$ cat src/hdl/ts_pkg.sv
package ts_pkg;

	// layers in walk order, LYR_IDLE when no layer is running
	typedef enum logic [2:0]
	{
		LYR_TM   = 3'd0,
		LYR_S0   = 3'd1,
		LYR_T0   = 3'd2,
		LYR_S1   = 3'd3,
		LYR_T1   = 3'd4,
		LYR_S2   = 3'd5,
		LYR_IDLE = 3'd7
	} layer_e;

	localparam int NUM_LAYERS = 6;

	// which word of a sprite record is on the read port
	typedef enum logic [1:0]
	{
		SF_R0,
		SF_R1,
		SF_R2
	} sfile_phase_e;

	// memory sizes, fixed by the address formats
	localparam int WORD_W      = 16;
	localparam int SFILE_AW    = 8;
	localparam int SFILE_WORDS = 256;
	localparam int TMB_AW      = 9;
	localparam int TMB_WORDS   = 512;

	localparam logic [7:0] SPR_LAST_ADDR     = 8'd254;
	localparam logic [8:0] TM_PREFETCH_AHEAD = 9'd16;

	typedef struct packed {
		logic s_en;
		logic t1_en;
		logic t0_en;
		logic spare;
		logic t1z_en;
		logic t0z_en;
		logic t1ys_en;
		logic t0ys_en;
	} ts_conf_t;

	typedef struct packed {
		logic [7:0] gpage;
		logic [8:0] x_offs;
		logic [8:0] y_offs;
		logic [1:0] palsel;
	} ts_planes_t;

	typedef struct packed {
		logic        yflp;
		logic        xflp;
		logic [1:0]  pal;
		logic [11:0] tnum;
	} tile_desc_t;

	typedef struct packed {
		logic       yflp;
		logic       leap;
		logic       act;
		logic       spare;
		logic [2:0] ysz;
		logic [8:0] ycrd;
	} spr_r0_t;

	typedef struct packed {
		logic       xflp;
		logic [2:0] spare;
		logic [2:0] xsz;
		logic [8:0] xcrd;
	} spr_r1_t;

	typedef struct packed {
		logic [3:0]  pal;
		logic [11:0] tnum;
	} spr_r2_t;

	// one job for the external renderer
	typedef struct packed {
		logic [5:0] addr;
		logic [8:0] line;
		logic [7:0] page;
		logic [8:0] x;
		logic [2:0] xs;
		logic       xf;
		logic [3:0] pal;
	} tsr_task_t;

endpackage

$ cat src/hdl/ts_sprite_scan.sv
`timescale 1ns/10ps

module ts_sprite_scan (
	input  logic                         clk,
	input  logic                         rst_n,
	input  logic                         start,
	input  ts_pkg::layer_e               active,
	input  logic [8:0]                   line,
	input  logic [7:0]                   sgpage,
	input  logic [ts_pkg::WORD_W-1:0]    sfile_rdata,
	input  logic                         tsr_rdy,
	output logic [ts_pkg::SFILE_AW-1:0]  sfile_raddr,
	output logic                         s_go,
	output ts_pkg::tsr_task_t            s_task,
	output logic                         s_end
);
	import ts_pkg::*;

	spr_r0_t      r0;
	spr_r1_t      r1;
	spr_r2_t      r2;
	sfile_phase_e ph;
	sfile_phase_e ph_nxt;
	logic [7:0]   s_addr;
	logic [7:0]   addr_nxt;
	logic         sprites;
	logic         done;
	logic         s_run;
	logic         show;
	logic         s_skip;
	logic         s_adv;
	logic         rec_done;
	logic         rec_last;
	logic         rec_leap;
	logic [8:0]   s_line;
	logic [5:0]   s_ymax;
	logic [5:0]   bm_off;
	logic [5:0]   bm_off_r;
	logic         leap_r;
	logic [8:0]   x_r;
	logic [2:0]   xs_r;
	logic         xf_r;

	assign r0 = sfile_rdata;
	assign r1 = sfile_rdata;
	assign r2 = sfile_rdata;

	assign sprites = active == LYR_S0 || active == LYR_S1 || active == LYR_S2;
	assign s_run = sprites && !done;

	// y test on the first record word
	assign s_line = line - r0.ycrd;
	assign s_ymax = {r0.ysz, 3'b111};
	assign show = r0.act && (s_line <= {3'b000, s_ymax});
	assign bm_off = r0.yflp ? (s_ymax - s_line[5:0]) : s_line[5:0];

	assign s_skip = s_run && ph == SF_R0 && !show;
	assign s_go = s_run && ph == SF_R2 && tsr_rdy;
	assign s_adv = s_run && ((ph == SF_R0 && show) || ph == SF_R1 || s_go);

	assign rec_done = s_skip || s_go;
	// last record ends at SPR_LAST_ADDR
	assign rec_last = rec_done && ((s_skip ? s_addr + 8'd2 : s_addr) == SPR_LAST_ADDR);
	assign rec_leap = (s_skip && r0.leap) || (s_go && leap_r);

	// once the file is done every later sprite layer ends at once
	assign s_end = (sprites && done) || rec_leap || rec_last;

	always_comb
	begin
		addr_nxt = s_addr;
		ph_nxt = ph;
		if (start)
		begin
			addr_nxt = '0;
			ph_nxt = SF_R0;
		end
		else if (rec_last)
			ph_nxt = SF_R0;
		else if (s_skip)
			addr_nxt = s_addr + 8'd3;
		else if (s_adv)
		begin
			addr_nxt = s_addr + 8'd1;
			case (ph)
				SF_R0: ph_nxt = SF_R1;
				SF_R1: ph_nxt = SF_R2;
				default: ph_nxt = SF_R0;
			endcase
		end
	end

	assign sfile_raddr = addr_nxt;

	always_ff @(posedge clk)
	begin
		if (!rst_n)
		begin
			s_addr <= '0;
			ph <= SF_R0;
			done <= 1'b0;
			leap_r <= 1'b0;
		end
		else
		begin
			s_addr <= addr_nxt;
			ph <= ph_nxt;
			if (start)
				done <= 1'b0;
			else if (rec_last)
				done <= 1'b1;
			if (s_run && ph == SF_R0 && show)
				leap_r <= r0.leap;
		end
	end

	always_ff @(posedge clk)
	begin
		if (s_run && ph == SF_R0)
			bm_off_r <= bm_off;
		if (s_run && ph == SF_R1)
		begin
			x_r <= r1.xcrd;
			xs_r <= r1.xsz;
			xf_r <= r1.xflp;
		end
	end

	always_comb
	begin
		s_task.addr = r2.tnum[5:0];
		s_task.line = {r2.tnum[11:6], 3'b000} + {3'b000, bm_off_r};
		s_task.page = sgpage;
		s_task.x = x_r;
		s_task.xs = xs_r;
		s_task.xf = xf_r;
		s_task.pal = r2.pal;
	end

endmodule

$ cat config.mk
export PLATFORM = sky130hd
export DESIGN_NAME = ts_sprite_scan
export DESIGN_NICKNAME = d
export VERILOG_FILES = /design/src/hdl/ts_pkg.sv /design/src/hdl/ts_sprite_scan.sv
export SDC_FILE = /design/constraint.sdc
export NUM_CORES = 1
export LEC_CHECK = 0
export BUFFER_PORTS_ARGS = -buffer_cell sky130_fd_sc_hd__buf_4
export CORE_ASPECT_RATIO = 2
export CORE_MARGIN = 8
export CORE_UTILIZATION = 30
export CTS_CLUSTER_DIAMETER = 100
export DETAILED_ROUTE_END_ITERATION = 8
export REMOVE_ABC_BUFFERS = 1
export SLEW_MARGIN = 20
export SYNTH_ARGS = -nofsm -noshare
export SYNTH_HDL_FRONTEND = slang
export SYNTH_SLANG_ARGS = --single-unit
$ cat constraint.sdc
create_clock -name clk -period 6.8 [get_ports clk]
set_input_delay 0.34 -clock clk [delete_from_list [all_inputs] [get_ports clk]]
set_output_delay 0.34 -clock clk [all_outputs]
set_load 0.01 [all_outputs]
==> reports/qor_table.md, run 1 <==
| Quantity | This run | Unit |
|---|---|---|
| TritonCTS clock tree | done | - |
| Number of antenna violations at the first check in global routing | 0 | - |
| Die X-Extent | 79.0 | µm |
| Net Switching | 0.000164 | W |
| Clock-pin slew of the registers on the worst-case setup and hold paths | 0.05 | ns |
| Summed instance area of the synthesized netlist | 0.00238 | mm² |
| Storage element area | 811 | µm² |
| Clock Sinks | 31 | - |
| Maximum frequency from static timing analysis | 0.226 | GHz |
| Startpoint of the most critical hold path | sfile_rdata[11] | - |
| Total global routing overflow | 0 | - |
| Leading post-synthesis cells by cell area | edfxtp_1, dfxtp_1, ha_1 | - |
| Average wire length per cell after detail routing | 15.0 | µm |
| Post-Route WL | 6.22 | mm |
| Ant diodes | 0 | - |
| Longest Clk Path Bufs | 2 | - |
| Number of vias after detailed routing | 2,022 | - |
| Worst path cell trace | buf_4 > ha_1 > fa_1 > nand2b_1 > nand2b_1 > a21oi_1 > xor2_1 > inv_1 > ha_1 > a21o_1 > a21oi_1 > a31oi_1 > nand4bb_1 > o311ai_1 > and2_1 > and2_1 > o21ai_0 > buf_4 | - |
| Worst clock skew | 0.00396 | ns |
| Largest net degree at the start of global routing | 12 | - |
| CTS Hold Bufs | 0 | - |
| Element type at the critical path end | output pin | - |
| Total number of yosys warnings | 0 | - |
| Aggregate global-route resource usage | 11.7 | % |
| Number of port buffers | 71 | - |
| Clock network fraction of design power | 41.3 | % |
| Total clock buffers created by CTS | 5 | - |
| Reported leakage power | 1.29 | nW |
| Dominant cell by count in the synthesized netlist | inv_1 | - |
| Met2 wirelength from detailed routing | 2.85 | mm |
| Rel. slew slack | 56.3 | % |
| Cell accounting for the most synthesized area | edfxtp_1 | - |
| Post-synthesis cell count | 266 | - |
| Number of nets in the layout | 380 | - |
| Resized cells post-CTS | 0 | - |
| Number of pins with negative max-slew slack in the final report | 0 | - |
| DRC errors left | 0 | - |
| Pwr Density | 201 | mW/mm² |
| H-tree levels | 2 | - |
| Met3 wire len | 637 | µm |
| Worst setup SP type | primary input | - |
| Slew at the pin closest to its max-slew limit | 0.652 | ns |
| Proportion of layout cells with a drive suffix above 1 | 27.6 | % |
| Via count of the first global-routing pass | 2,164 | - |
| DR top layer | met4 | - |
| Combinational cell fraction of total power | 24.2 | % |
| Period Utilization, post-route | 65.1 | % |
| Arrival @ worst endpoint | 4.09 | ns |
| DIE AREA | 0.0112 | mm² |
| Clock latency on the worst-skew pair | 0.28 | ns |
| Post-detailed-route count of antenna-violating nets | 0 | - |
| Count of fill cells added during filler insertion | 848 | - |
| Non-Filler Cell Area, Final | 0.00303 | mm² |
| Internal power summed over all cells | 0.000446 | W |
| Most common library cells after synthesis | inv_1, nor2_1, buf_4 | - |
| Most used flip-flop cell after synthesis | edfxtp_1 | - |
| TritonRoute pass-1 iters | 4 | - |
| Highest-delay cell along the critical path | o311ai_1 | - |
| Unrepaired setup endpoints after global routing | no | - |
| Height of the chip | 142 | µm |
| Cell at the root of the clock tree | clkbuf_16 | - |
| Sequential fraction of design power | 34.5 | % |
| Top-level I/O count | 90 | - |
| Launch point of the worst path | sfile_rdata[0] | - |
| Final estimated routing congestion in global placement | 0.867 | - |
| Class of the most critical hold timing path | primary input to flop | - |
| Crit Reg-Reg Startpoint | ph[1]$_SDFFE_PP0P_ | - |
| Wl on met1 | 2.62 | mm |
| Part of the Yosys area used for sequential elements | 34.0 | % |
| Largest fanout on the critical path | 10 | - |
| Distinct cell type count after synthesis | 49 | - |
| Number of setup violations in the final report | 0 | - |
| Overall Power | 0.000610 | W |
| Type of the setup path with the least slack | primary input to output pin | - |
| Global-route wire length before repair | 10.5 | mm |
| Area used by multi-input combinational logic | 0.00129 | mm² |
| Register bit total from synthesis | 31 | - |
| Share of total power consumed by net switching | 26.9 | % |
| Number of placement rows | 46 | - |
| Synthesized area divided by synthesized cell count | 8.96 | µm² |
| Setup_tns | 0 | ns |
| Buffers inserted during post-CTS setup optimization | 0 | - |
| Required time worst endpoint | 6.46 | ns |
| Share of Yosys cell area claimed by the top area cell type | 23.9 | % |
| Run status | complete, no violations | - |
| Post-synthesis async set-or-reset flop share | 0 | % |
| Placed inst area | 0.00286 | mm² |
| Time the worst path needs with I/O delays and setup | 4.43 | ns |
| Initial core utilization | 30.5 | % |
| Count of routing violations after the opening detailed-route iteration | 107 | - |
| Number of failing hold endpoints at the final stage | 0 | - |
| Area of the core region | 0.00783 | mm² |
| Peak supply drop | 0.105 | mV |
| Stage delay of the slowest cell on the critical path | 0.55 | ns |
| Vias per cell | 4.87 | - |
| Number of enable flip-flop cells after synthesis | 19 | - |
| Synth-to-layout area growth | 27.2 | % |
| Detailed Place HPWL | 5.05 | mm |
| Max Cap Violations | 0 | - |
[area by class of cell]
class / count / share of cell area (%)
well taps: 96 / 3.96
clock buffers: 7 / 5.41
inverters: 27 / 3.34
repair buffers: 72 / 17.8
flip-flops and latches: 31 / 26.7
clock inverters: 1 / 0.165
multi-input cells: 181 / 42.6
[metrics by stage]
stage	util, %	worst slack (ns)	cells	hold slack (ns)
2_1_floorplan	-	2.88	239	0.439
3_3_place_gp	36.6	2.47	407	0.462
3_5_place_dp	36.6	2.40	407	0.479
4_1_cts	38.7	2.38	415	0.248
5_1_grt	38.7	2.01	415	0.251
6_report	38.7	2.37	415	0.249
[flip-flops by register name, indices dropped and copies added (netlist names)]
register and flops:
xf_r 1, leap_r 1, done 1, ph 2, x_r 9, xs_r 3, bm_off_r 6, s_addr 8
[worst paths after layout]
path / slack (ns) / cells after the start / to
worst min register to register: 0.48 / 2 / leap_r$_SDFFE_PN0P_
worst min-delay path: 0.25 / 1 / xs_r[2]$_DFFE_PP_
worst max-delay path: 2.37 / 18 / sfile_raddr[2]
worst max register to register: 4.14 / 7 / s_addr[2]$_SDFF_PN0_
[cell families (layout without fill, tap and decap cells)]
group                    count (synthesis)  after routing  synth area share [%]
AO/OA/AOI/OAI                           55             55                  15.3
XOR/XNOR                                19             19                  6.98
adder cells (fa/ha/maj)                 22             22                  12.5
buffers and inverters                   54            107                  12.1
flip-flops                              31             31                  34.0
multiplexers                             4              4                  1.84
AND/OR/NAND/NOR                         81             81                  17.3
[critical path: cells and delay by family]
family / cells / cell delay, ns
buffers and inverters: 3 / 0.35
and+or+nand+nor: 5 / 1.17
adders and majority gates: 3 / 0.91
xor gates and xnor gates: 1 / 0.25
AOI/OAI and AO/OA: 6 / 1.07
[cells in the final DEF (no fill, tap or decap), drive strengths merged, types with 3 or more instances in the layout]
cell	synthesis	final
buf	25	72
inv	27	27
nor2	24	24
a21oi	19	19
ha	19	19
edfxtp	19	19
xnor2	16	16
nand2	16	16
nand3	12	12
dfxtp	12	12
o21ai	11	11
clkbuf	2	7
nand2b	6	6
a21o	4	4
nor3b	4	4
nor3	3	3
nor2b	3	3
xor2	3	3
a31oi	3	3
mux2	3	3
fa	3	3
[power groups by stage]
stage	combinational, W	sequential [W]	clock [W]
4_1_cts	0.000150	0.000211	0.000255
3_3_place_gp	0.000146	0.000214	0
3_5_place_dp	0.000149	0.000214	0
6_report	0.000147	0.000210	0.000252
5_1_grt	0.000166	0.000211	0.000263
2_1_floorplan	0.0000874	0.000215	0
[routing by layer]
| metal | GRT usage, % | up-vias |
|---|---|---|
| li1 | - | 1008 |
| met1 | 13.2 | 902 |
| met2 | 19.0 | 102 |
| met3 | 4.62 | 10 |
| met4 | 4.42 | 0 |
| met5 | 0 | - |
Note: power is estimated with default switching activity, not from simulation.
==> run 2: changes to the inputs <==
==> constraint.sdc (replaced) <==
create_clock -name clk -period 4 [get_ports clk]
set_input_delay 0.2 -clock clk [delete_from_list [all_inputs] [get_ports clk]]
set_output_delay 0.2 -clock clk [all_outputs]
set_load 0.01 [all_outputs]
==> reports/qor_table.md, run 2 (same netlist as run 1, synthesis figures left out) <==
| Quantity | This run | Unit | Delta |
|---|---|---|---|
| Highest-delay cell along the critical path | or4b_4 | - | was o311ai_1 |
| Element type at the critical path end | output pin | - | unchanged |
| Height of the chip | 142 | µm | unchanged |
| Buffers inserted during post-CTS setup optimization | 0 | - | unchanged |
| Time the worst path needs with I/O delays and setup | 3.83 | ns |  |
| Number of port buffers | 71 | - | unchanged |
| Period Utilization, post-route | 95.7 | % |  |
| Rel. slew slack | 66.4 | % | was 56.3% |
| Number of antenna violations at the first check in global routing | 0 | - | unchanged |
| Number of vias after detailed routing | 2,068 | - | was 2,022 |
| Sequential fraction of design power | 36.3 | % | was 34.5% |
| Number of setup violations in the final report | 0 | - | unchanged |
| Maximum frequency from static timing analysis | 0.261 | GHz |  |
| TritonCTS clock tree | done | - | unchanged |
| End-of-flow core utilization | 39.1 | % | was 38.7% |
| Net Switching | 0.000278 | W | was 0.000164 W |
| Worst clock skew | 0.00883 | ns | was 0.00396 ns |
| Placed inst area | 0.00290 | mm² | was 0.00286 mm² |
| Resized cells post-CTS | 0 | - | unchanged |
| Stage delay of the slowest cell on the critical path | 0.56 | ns | was 0.55 ns |
| DRC errors left | 0 | - | unchanged |
| Setup_tns | 0 | ns | unchanged |
| Total clock buffers created by CTS | 5 | - | unchanged |
| Slew at the pin closest to its max-slew limit | 0.501 | ns | was 0.652 ns |
| Register ranked first by flip-flop count | x_r | - | unchanged |
| Area of the core region | 0.00783 | mm² | unchanged |
| Max FFs per register | 9 | - | unchanged |
| Cell at the root of the clock tree | clkbuf_16 | - | unchanged |
| Overall Power | 0.000987 | W | was 0.000610 W |
| Average wire length per cell after detail routing | 15.1 | µm | was 15.0 µm |
| TritonRoute pass-1 iters | 5 | - | was 4 |
| Required time worst endpoint | 3.80 | ns | was 6.46 ns |
| Clock latency on the worst-skew pair | 0.28 | ns | about the same |
| Final estimated routing congestion in global placement | 0.863 | - | was 0.867 |
| Via count of the first global-routing pass | 2,213 | - | was 2,164 |
| Worst path cell trace | buf_4 > ha_1 > fa_1 > nand2b_1 > nand2b_1 > a21oi_1 > xor2_1 > inv_1 > ha_1 > a21o_1 > a21oi_1 > a31oi_1 > nand4bb_4 > or4b_4 > a311oi_1 > xnor2_1 > nor2_1 > buf_4 | - | was buf_4 > ha_1 > fa_1 > nand2b_1 > nand2b_1 > a21oi_1 > xor2_1 > inv_1 > ha_1 > a21o_1 > a21oi_1 > a31oi_1 > nand4bb_1 > o311ai_1 > and2_1 > and2_1 > o21ai_0 > buf_4 |
| Initial core utilization | 30.5 | % | unchanged |
| Post-Route WL | 6.34 | mm | was 6.22 mm |
| Number of pins with negative max-slew slack in the final report | 0 | - | unchanged |
| Most common cell after layout, fill and taps aside | buf_4 | - | unchanged |
| Proportion of layout cells with a drive suffix above 1 | 28.4 | % | was 27.6% |
| Class of the most critical hold timing path | primary input to flop | - | unchanged |
| Internal power summed over all cells | 0.000709 | W | was 0.000446 W |
| Run status | complete, no violations | - | unchanged |
| Combinational cell fraction of total power | 26.7 | % | was 24.2% |
| Post-detailed-route count of antenna-violating nets | 0 | - | unchanged |
| Synth-to-layout area growth | 28.2 | % | was 27.2% |
| DIE AREA | 0.0112 | mm² | unchanged |
| Die X-Extent | 79.0 | µm | unchanged |
| Total global routing overflow | 0 | - | unchanged |
| Ant diodes | 0 | - | unchanged |
| Global-route wire length before repair | 10.2 | mm | was 10.5 mm |
| Unrepaired setup endpoints after global routing | yes | - | was no |
| Count of routing violations after the opening detailed-route iteration | 98 | - | was 107 |
| Number of failing hold endpoints at the final stage | 0 | - | unchanged |
| H-tree levels | 2 | - | unchanged |
| Aggregate global-route resource usage | 11.3 | % | was 11.7% |
| Pwr Density | 323 | mW/mm² | was 201 mW/mm² |
| Top-level I/O count | 90 | - | unchanged |
| Clock network fraction of design power | 37.0 | % | was 41.3% |
| Peak supply drop | 0.174 | mV | was 0.105 mV |
| Max Cap Violations | 0 | - | unchanged |
| Top flop regs | x_r (9), s_addr (8), bm_off_r (6) | - | unchanged |
| Largest fanout on the critical path | 6 | - | was 10 |
| Type of the setup path with the least slack | primary input to output pin | - | unchanged |
| Number of placement rows | 46 | - | unchanged |
| Arrival @ worst endpoint | 3.63 | ns | was 4.09 ns |
| Longest Clk Path Bufs | 2 | - | unchanged |
| Clock-pin slew of the registers on the worst-case setup and hold paths | 0.05 | ns | about the same |
| Reported leakage power | 1.30 | nW | was 1.29 nW |
| Largest net degree at the start of global routing | 14 | - | was 12 |
| Clock Sinks | 31 | - | unchanged |
| Non-Filler Cell Area, Final | 0.00306 | mm² | was 0.00303 mm² |
| Worst setup SP type | primary input | - | unchanged |
| Commonest cells after routing, fill and taps aside | buf_4, inv_1, nor2_1 | - | unchanged |
| Number of nets in the layout | 385 | - | was 380 |
| Detailed Place HPWL | 5.05 | mm | about the same |
| CTS Hold Bufs | 0 | - | unchanged |
| Share of total power consumed by net switching | 28.2 | % | was 26.9% |
| Vias per cell | 4.92 | - | was 4.87 |
-- run 2: critical path: cells and delay by family --
family                   cells  cell delay, ns
buffers and inverters        3            0.32
XOR/XNOR                     2            0.35
AO/OA/AOI/OAI                5            0.75
AND/OR/NAND/NOR              5            1.11
adder cells (fa/ha/maj)      3            0.90
-- run 2: layout make-up --
type / count / area (µm²)
fillers: 842 / 4770
multi-input cells: 181 / 1310
flip-flops and latches: 31 / 811
repair buffers: 77 / 578
clock buffers: 6 / 129
well taps: 96 / 120
inverters: 27 / 101
clock inverters: 2 / 7.51
-- run 2: through the flow --
step / std cells / worst slack [ns] / hold slack (ns)
after global placement: 412 / 0.0821 / 0.393
after global routing: 420 / -0.0243 / 0.100
after detailed placement: 412 / 0.0268 / 0.391
final: 420 / 0.170 / 0.106
after CTS: 420 / 0.00565 / 0.101
after floorplan: 239 / 0.361 / 0.299
-- run 2: path summary, 6_finish.rpt --
check | slack, ns | cells past startpoint | from | endpoint
setup / recovery | 0.17 | 18 | sfile_rdata[0] | sfile_raddr[7]
hold / removal | 0.11 | 1 | sfile_rdata[11] | xs_r[2]$_DFFE_PP_
setup reg to reg | 1.41 | 10 | ph[1]$_SDFFE_PP0P_ | ph[1]$_SDFFE_PP0P_
hold reg to reg | 0.47 | 2 | leap_r$_SDFFE_PN0P_ | leap_r$_SDFFE_PN0P_
-- run 2: power groups by stage --
stage	combinational (W)	clock (W)	sequential [W]
3_3_place_gp	0.000253	0	0.000364
2_1_floorplan	0.000149	0	0.000365
3_5_place_dp	0.000260	0	0.000364
4_1_cts	0.000262	0.000373	0.000358
5_1_grt	0.000294	0.000386	0.000359
6_report	0.000264	0.000365	0.000358
-- run 2: layer usage --
metal	track usage [%]	vias up	part of all wire, %
li1	-	1021	-
met1	12.0	941	40
met2	19.2	93	48
met3	5.00	13	9.8
met4	4.03	0	2.0
met5	0	-	0
==> run 3: changes to the inputs <==
--- a/config.mk
+++ b/config.mk
@@ -6,7 +6,7 @@
 export NUM_CORES = 1
 export LEC_CHECK = 0
 export BUFFER_PORTS_ARGS = -buffer_cell sky130_fd_sc_hd__buf_4
-export CORE_ASPECT_RATIO = 2
+export CORE_ASPECT_RATIO = 0.6
 export CORE_MARGIN = 8
 export CORE_UTILIZATION = 30
 export CTS_CLUSTER_DIAMETER = 100
==> constraint.sdc (replaced) <==
create_clock -name clk -period 4 [get_ports clk]
set_input_delay 0.8 -clock clk [delete_from_list [all_inputs] [get_ports clk]]
set_output_delay 0.8 -clock clk [all_outputs]
set_load 0.01 [all_outputs]
==> reports/qor_table.md, run 3 (same netlist as run 1, synthesis figures left out) <==
| Quantity | This run | Unit | Delta |
|---|---|---|---|
| Run status | finished with violations | - | was complete, no violations |
| Violations in the final reports | setup timing | - |  |
| Number of cells on the worst reg-to-reg path | 10 | - | unchanged |
| TritonRoute pass-1 iters | 4 | - | was 5 |
| Via count of the first global-routing pass | 2,338 | - | was 2,213 |
| Vias per cell | 4.64 | - | was 4.92 |
| Register ranked first by flip-flop count | x_r | - | unchanged |
| Worst setup SP type | primary input | - | unchanged |
| Worst path setup slack after routing | -0.821 | ns | was 0.170 ns |
| Placed inst area | 0.00317 | mm² | was 0.00290 mm² |
| Kind of cell adding the most delay to the critical path | simple AND/OR/NAND/NOR gates | - | unchanged |
| Number of antenna violations at the first check in global routing | 0 | - | unchanged |
| Number of setup violations in the final report | 9 | - | was 0 |
| Count of routing violations after the opening detailed-route iteration | 119 | - | was 98 |
| Largest fanout on the critical path | 5 | - | was 6 |
| Clock-pin slew of the registers on the worst-case setup and hold paths | 0.05 | ns | about the same |
| Top-level I/O count | 90 | - | unchanged |
| End-of-flow core utilization | 46.9 | % | was 39.1% |
| DIE AREA | 0.0111 | mm² | was 0.0112 mm² |
| Pwr Density | 297 | mW/mm² | was 323 mW/mm² |
| Cell at the root of the clock tree | clkbuf_16 | - | unchanged |
| Class of the most critical hold timing path | flop to flop | - | was primary input to flop |
| Number of failing hold endpoints at the final stage | 0 | - | unchanged |
| Die X-Extent | 131 | µm | was 79.0 µm |
| Number of vias after detailed routing | 2,216 | - | was 2,068 |
| Clock latency on the worst-skew pair | 0.28 | ns | about the same |
| Rel. slew slack | 30.6 | % | was 66.4% |
| Overall Power | 0.00109 | W | was 0.000987 W |
| Stage delay of the slowest cell on the critical path | 0.59 | ns | was 0.56 ns |
| DRC errors left | 0 | - | unchanged |
| H-tree levels | 2 | - | unchanged |
| Worst clock skew | 0.00536 | ns | was 0.00883 ns |
| Initial core utilization | 30.6 | % | was 30.5% |
| Period Utilization, post-route | 121 | % | was 95.7% |
| Number of placed cells counting well taps | 458 | - | was 412 |
| Height of the chip | 85.0 | µm | was 142 µm |
| Element type at the critical path end | output pin | - | unchanged |
| Time the worst path needs with I/O delays and setup | 4.82 | ns | was 3.83 ns |
| Proportion of layout cells with a drive suffix above 1 | 44.6 | % | was 28.4% |
| Required time worst endpoint | 3.20 | ns | was 3.80 ns |
| Unrepaired setup endpoints after global routing | yes | - | unchanged |
| Total clock buffers created by CTS | 5 | - | unchanged |
| Critical path depth | 18 | - | unchanged |
| Clock Sinks | 31 | - | unchanged |
| Post-layout instance count excluding filler cells | 478 | - | was 420 |
| Number of pins with negative max-slew slack in the final report | 0 | - | unchanged |
| Max FFs per register | 9 | - | unchanged |
| Number of nets in the layout | 431 | - | was 385 |
| Arrival @ worst endpoint | 4.02 | ns | was 3.63 ns |
| Maximum frequency from static timing analysis | 0.207 | GHz | was 0.261 GHz |
| Detailed Place HPWL | 5.80 | mm | was 5.05 mm |
| Storage element area | 811 | µm² | unchanged |
| CP Buf/Inv Count | 3 | - | unchanged |
| Aggregate global-route resource usage | 13.2 | % | was 11.3% |
| Number of port buffers | 71 | - | unchanged |
| Longest Clk Path Bufs | 2 | - | unchanged |
| Number of placement rows | 25 | - | was 46 |
| Reported leakage power | 1.59 | nW | was 1.30 nW |
| Count of fill cells added during filler insertion | 731 | - | was 842 |
| Average wire length per cell after detail routing | 15.3 | µm | was 15.1 µm |
| Post-detailed-route count of antenna-violating nets | 0 | - | unchanged |
| Peak supply drop | 0.157 | mV | was 0.174 mV |
| Top flop regs | x_r (9), s_addr (8), bm_off_r (6) | - | unchanged |
| Type of the setup path with the least slack | primary input to output pin | - | unchanged |
| Synth-to-layout area growth | 53.3 | % | was 28.2% |
| Slew at the pin closest to its max-slew limit | 1.03 | ns | was 0.501 ns |
| Highest-delay cell along the critical path | or4b_4 | - | unchanged |
| Ant diodes | 0 | - | unchanged |
| Worst path cell trace | buf_8 > ha_4 > fa_2 > nand2b_4 > nand2b_4 > a21oi_2 > xor2_1 > inv_1 > ha_4 > a21o_1 > a21oi_2 > a31oi_1 > nand4bb_4 > or4b_4 > a311oi_2 > xnor2_1 > nor2_1 > buf_4 | - | was buf_4 > ha_1 > fa_1 > nand2b_1 > nand2b_1 > a21oi_1 > xor2_1 > inv_1 > ha_1 > a21o_1 > a21oi_1 > a31oi_1 > nand4bb_4 > or4b_4 > a311oi_1 > xnor2_1 > nor2_1 > buf_4 |
| Area of the core region | 0.00779 | mm² | was 0.00783 mm² |
| TritonCTS clock tree | done | - | unchanged |
| Largest net degree at the start of global routing | 14 | - | unchanged |
| Non-Filler Cell Area, Final | 0.00365 | mm² | was 0.00306 mm² |
| Total global routing overflow | 0 | - | unchanged |
| Hold depth | 2 | - | was 1 |
| Final estimated routing congestion in global placement | 0.892 | - | was 0.863 |
| Worst hold slack | 0.475 | ns | was 0.106 ns |
| Max Cap Violations | 0 | - | unchanged |
| Post-Route WL | 7.30 | mm | was 6.34 mm |
| Commonest cells after routing, fill and taps aside | buf_4, inv_1, nor2_1 | - | unchanged |
| Area used by multi-input combinational logic | 0.00152 | mm² | was 0.00131 mm² |
| Most common cell after layout, fill and taps aside | buf_4 | - | unchanged |
| Global-route wire length before repair | 11.6 | mm | was 10.2 mm |
-- run 3: routing by layer --
metal  up-vias  part of all wire (%)  global-route usage (%)
met5         -                     0                       0
met4         0                  0.81                    3.63
li1       1115                     -                       -
met3         5                   7.7                    4.82
met1      1022                    51                    18.7
met2        74                    40                    18.1
-- run 3: report_power, final --
part           total [W]  internal (W)  switching (W)  leakage, nW
registers       0.000358      0.000353     0.00000519        0.271
logic           0.000363      0.000189       0.000174         1.25
clock network   0.000364      0.000231       0.000133       0.0652
-- run 3: layout make-up --
type	instances	share of cell area (%)
multi-input combinational	181	41.5
sequential	31	22.2
inverter	27	2.84
clock buffer	8	3.73
timing repair buffer	123	26.0
tap	108	3.70
-- run 3: what timing repair did --
item / 4_1_cts / 5_1_grt
hold buffers: 0 / 0
buffers inserted: 8 / 4
resized for setup: 37 / 14
pin swaps: 18 / 12
endpoints found under the setup margin: 20 / 12
endpoints found under the hold margin: 0 / 0
-- run 3: path summary, 6_finish.rpt --
| kind | slack, ns | from | to |
|---|---|---|---|
| max | -0.82 | sfile_rdata[0] | sfile_raddr[7] |
| min | 0.48 | leap_r$_SDFFE_PN0P_ | leap_r$_SDFFE_PN0P_ |
| max reg2reg | 1.39 | s_addr[2]$_SDFF_PN0_ | ph[0]$_SDFFE_PP0P_ |
| min reg2reg | 0.48 | leap_r$_SDFFE_PN0P_ | leap_r$_SDFFE_PN0P_ |
-- run 3: tightest hold or removal path, stage by stage, from the launching register on --
cell and delay [ns]:
dfxtp_1 0.31, nand2_1 0.05, a21boi_0 0.07
-- run 3: metrics by stage --
stage          worst slack, ns  setup TNS, ns
5_1_grt                 -0.994          -8.50
3_5_place_dp             -1.27         -14.85
4_1_cts                 -0.865          -7.01
3_3_place_gp             -1.13         -12.38
2_1_floorplan           -0.839          -6.80
6_report                -0.821          -6.89
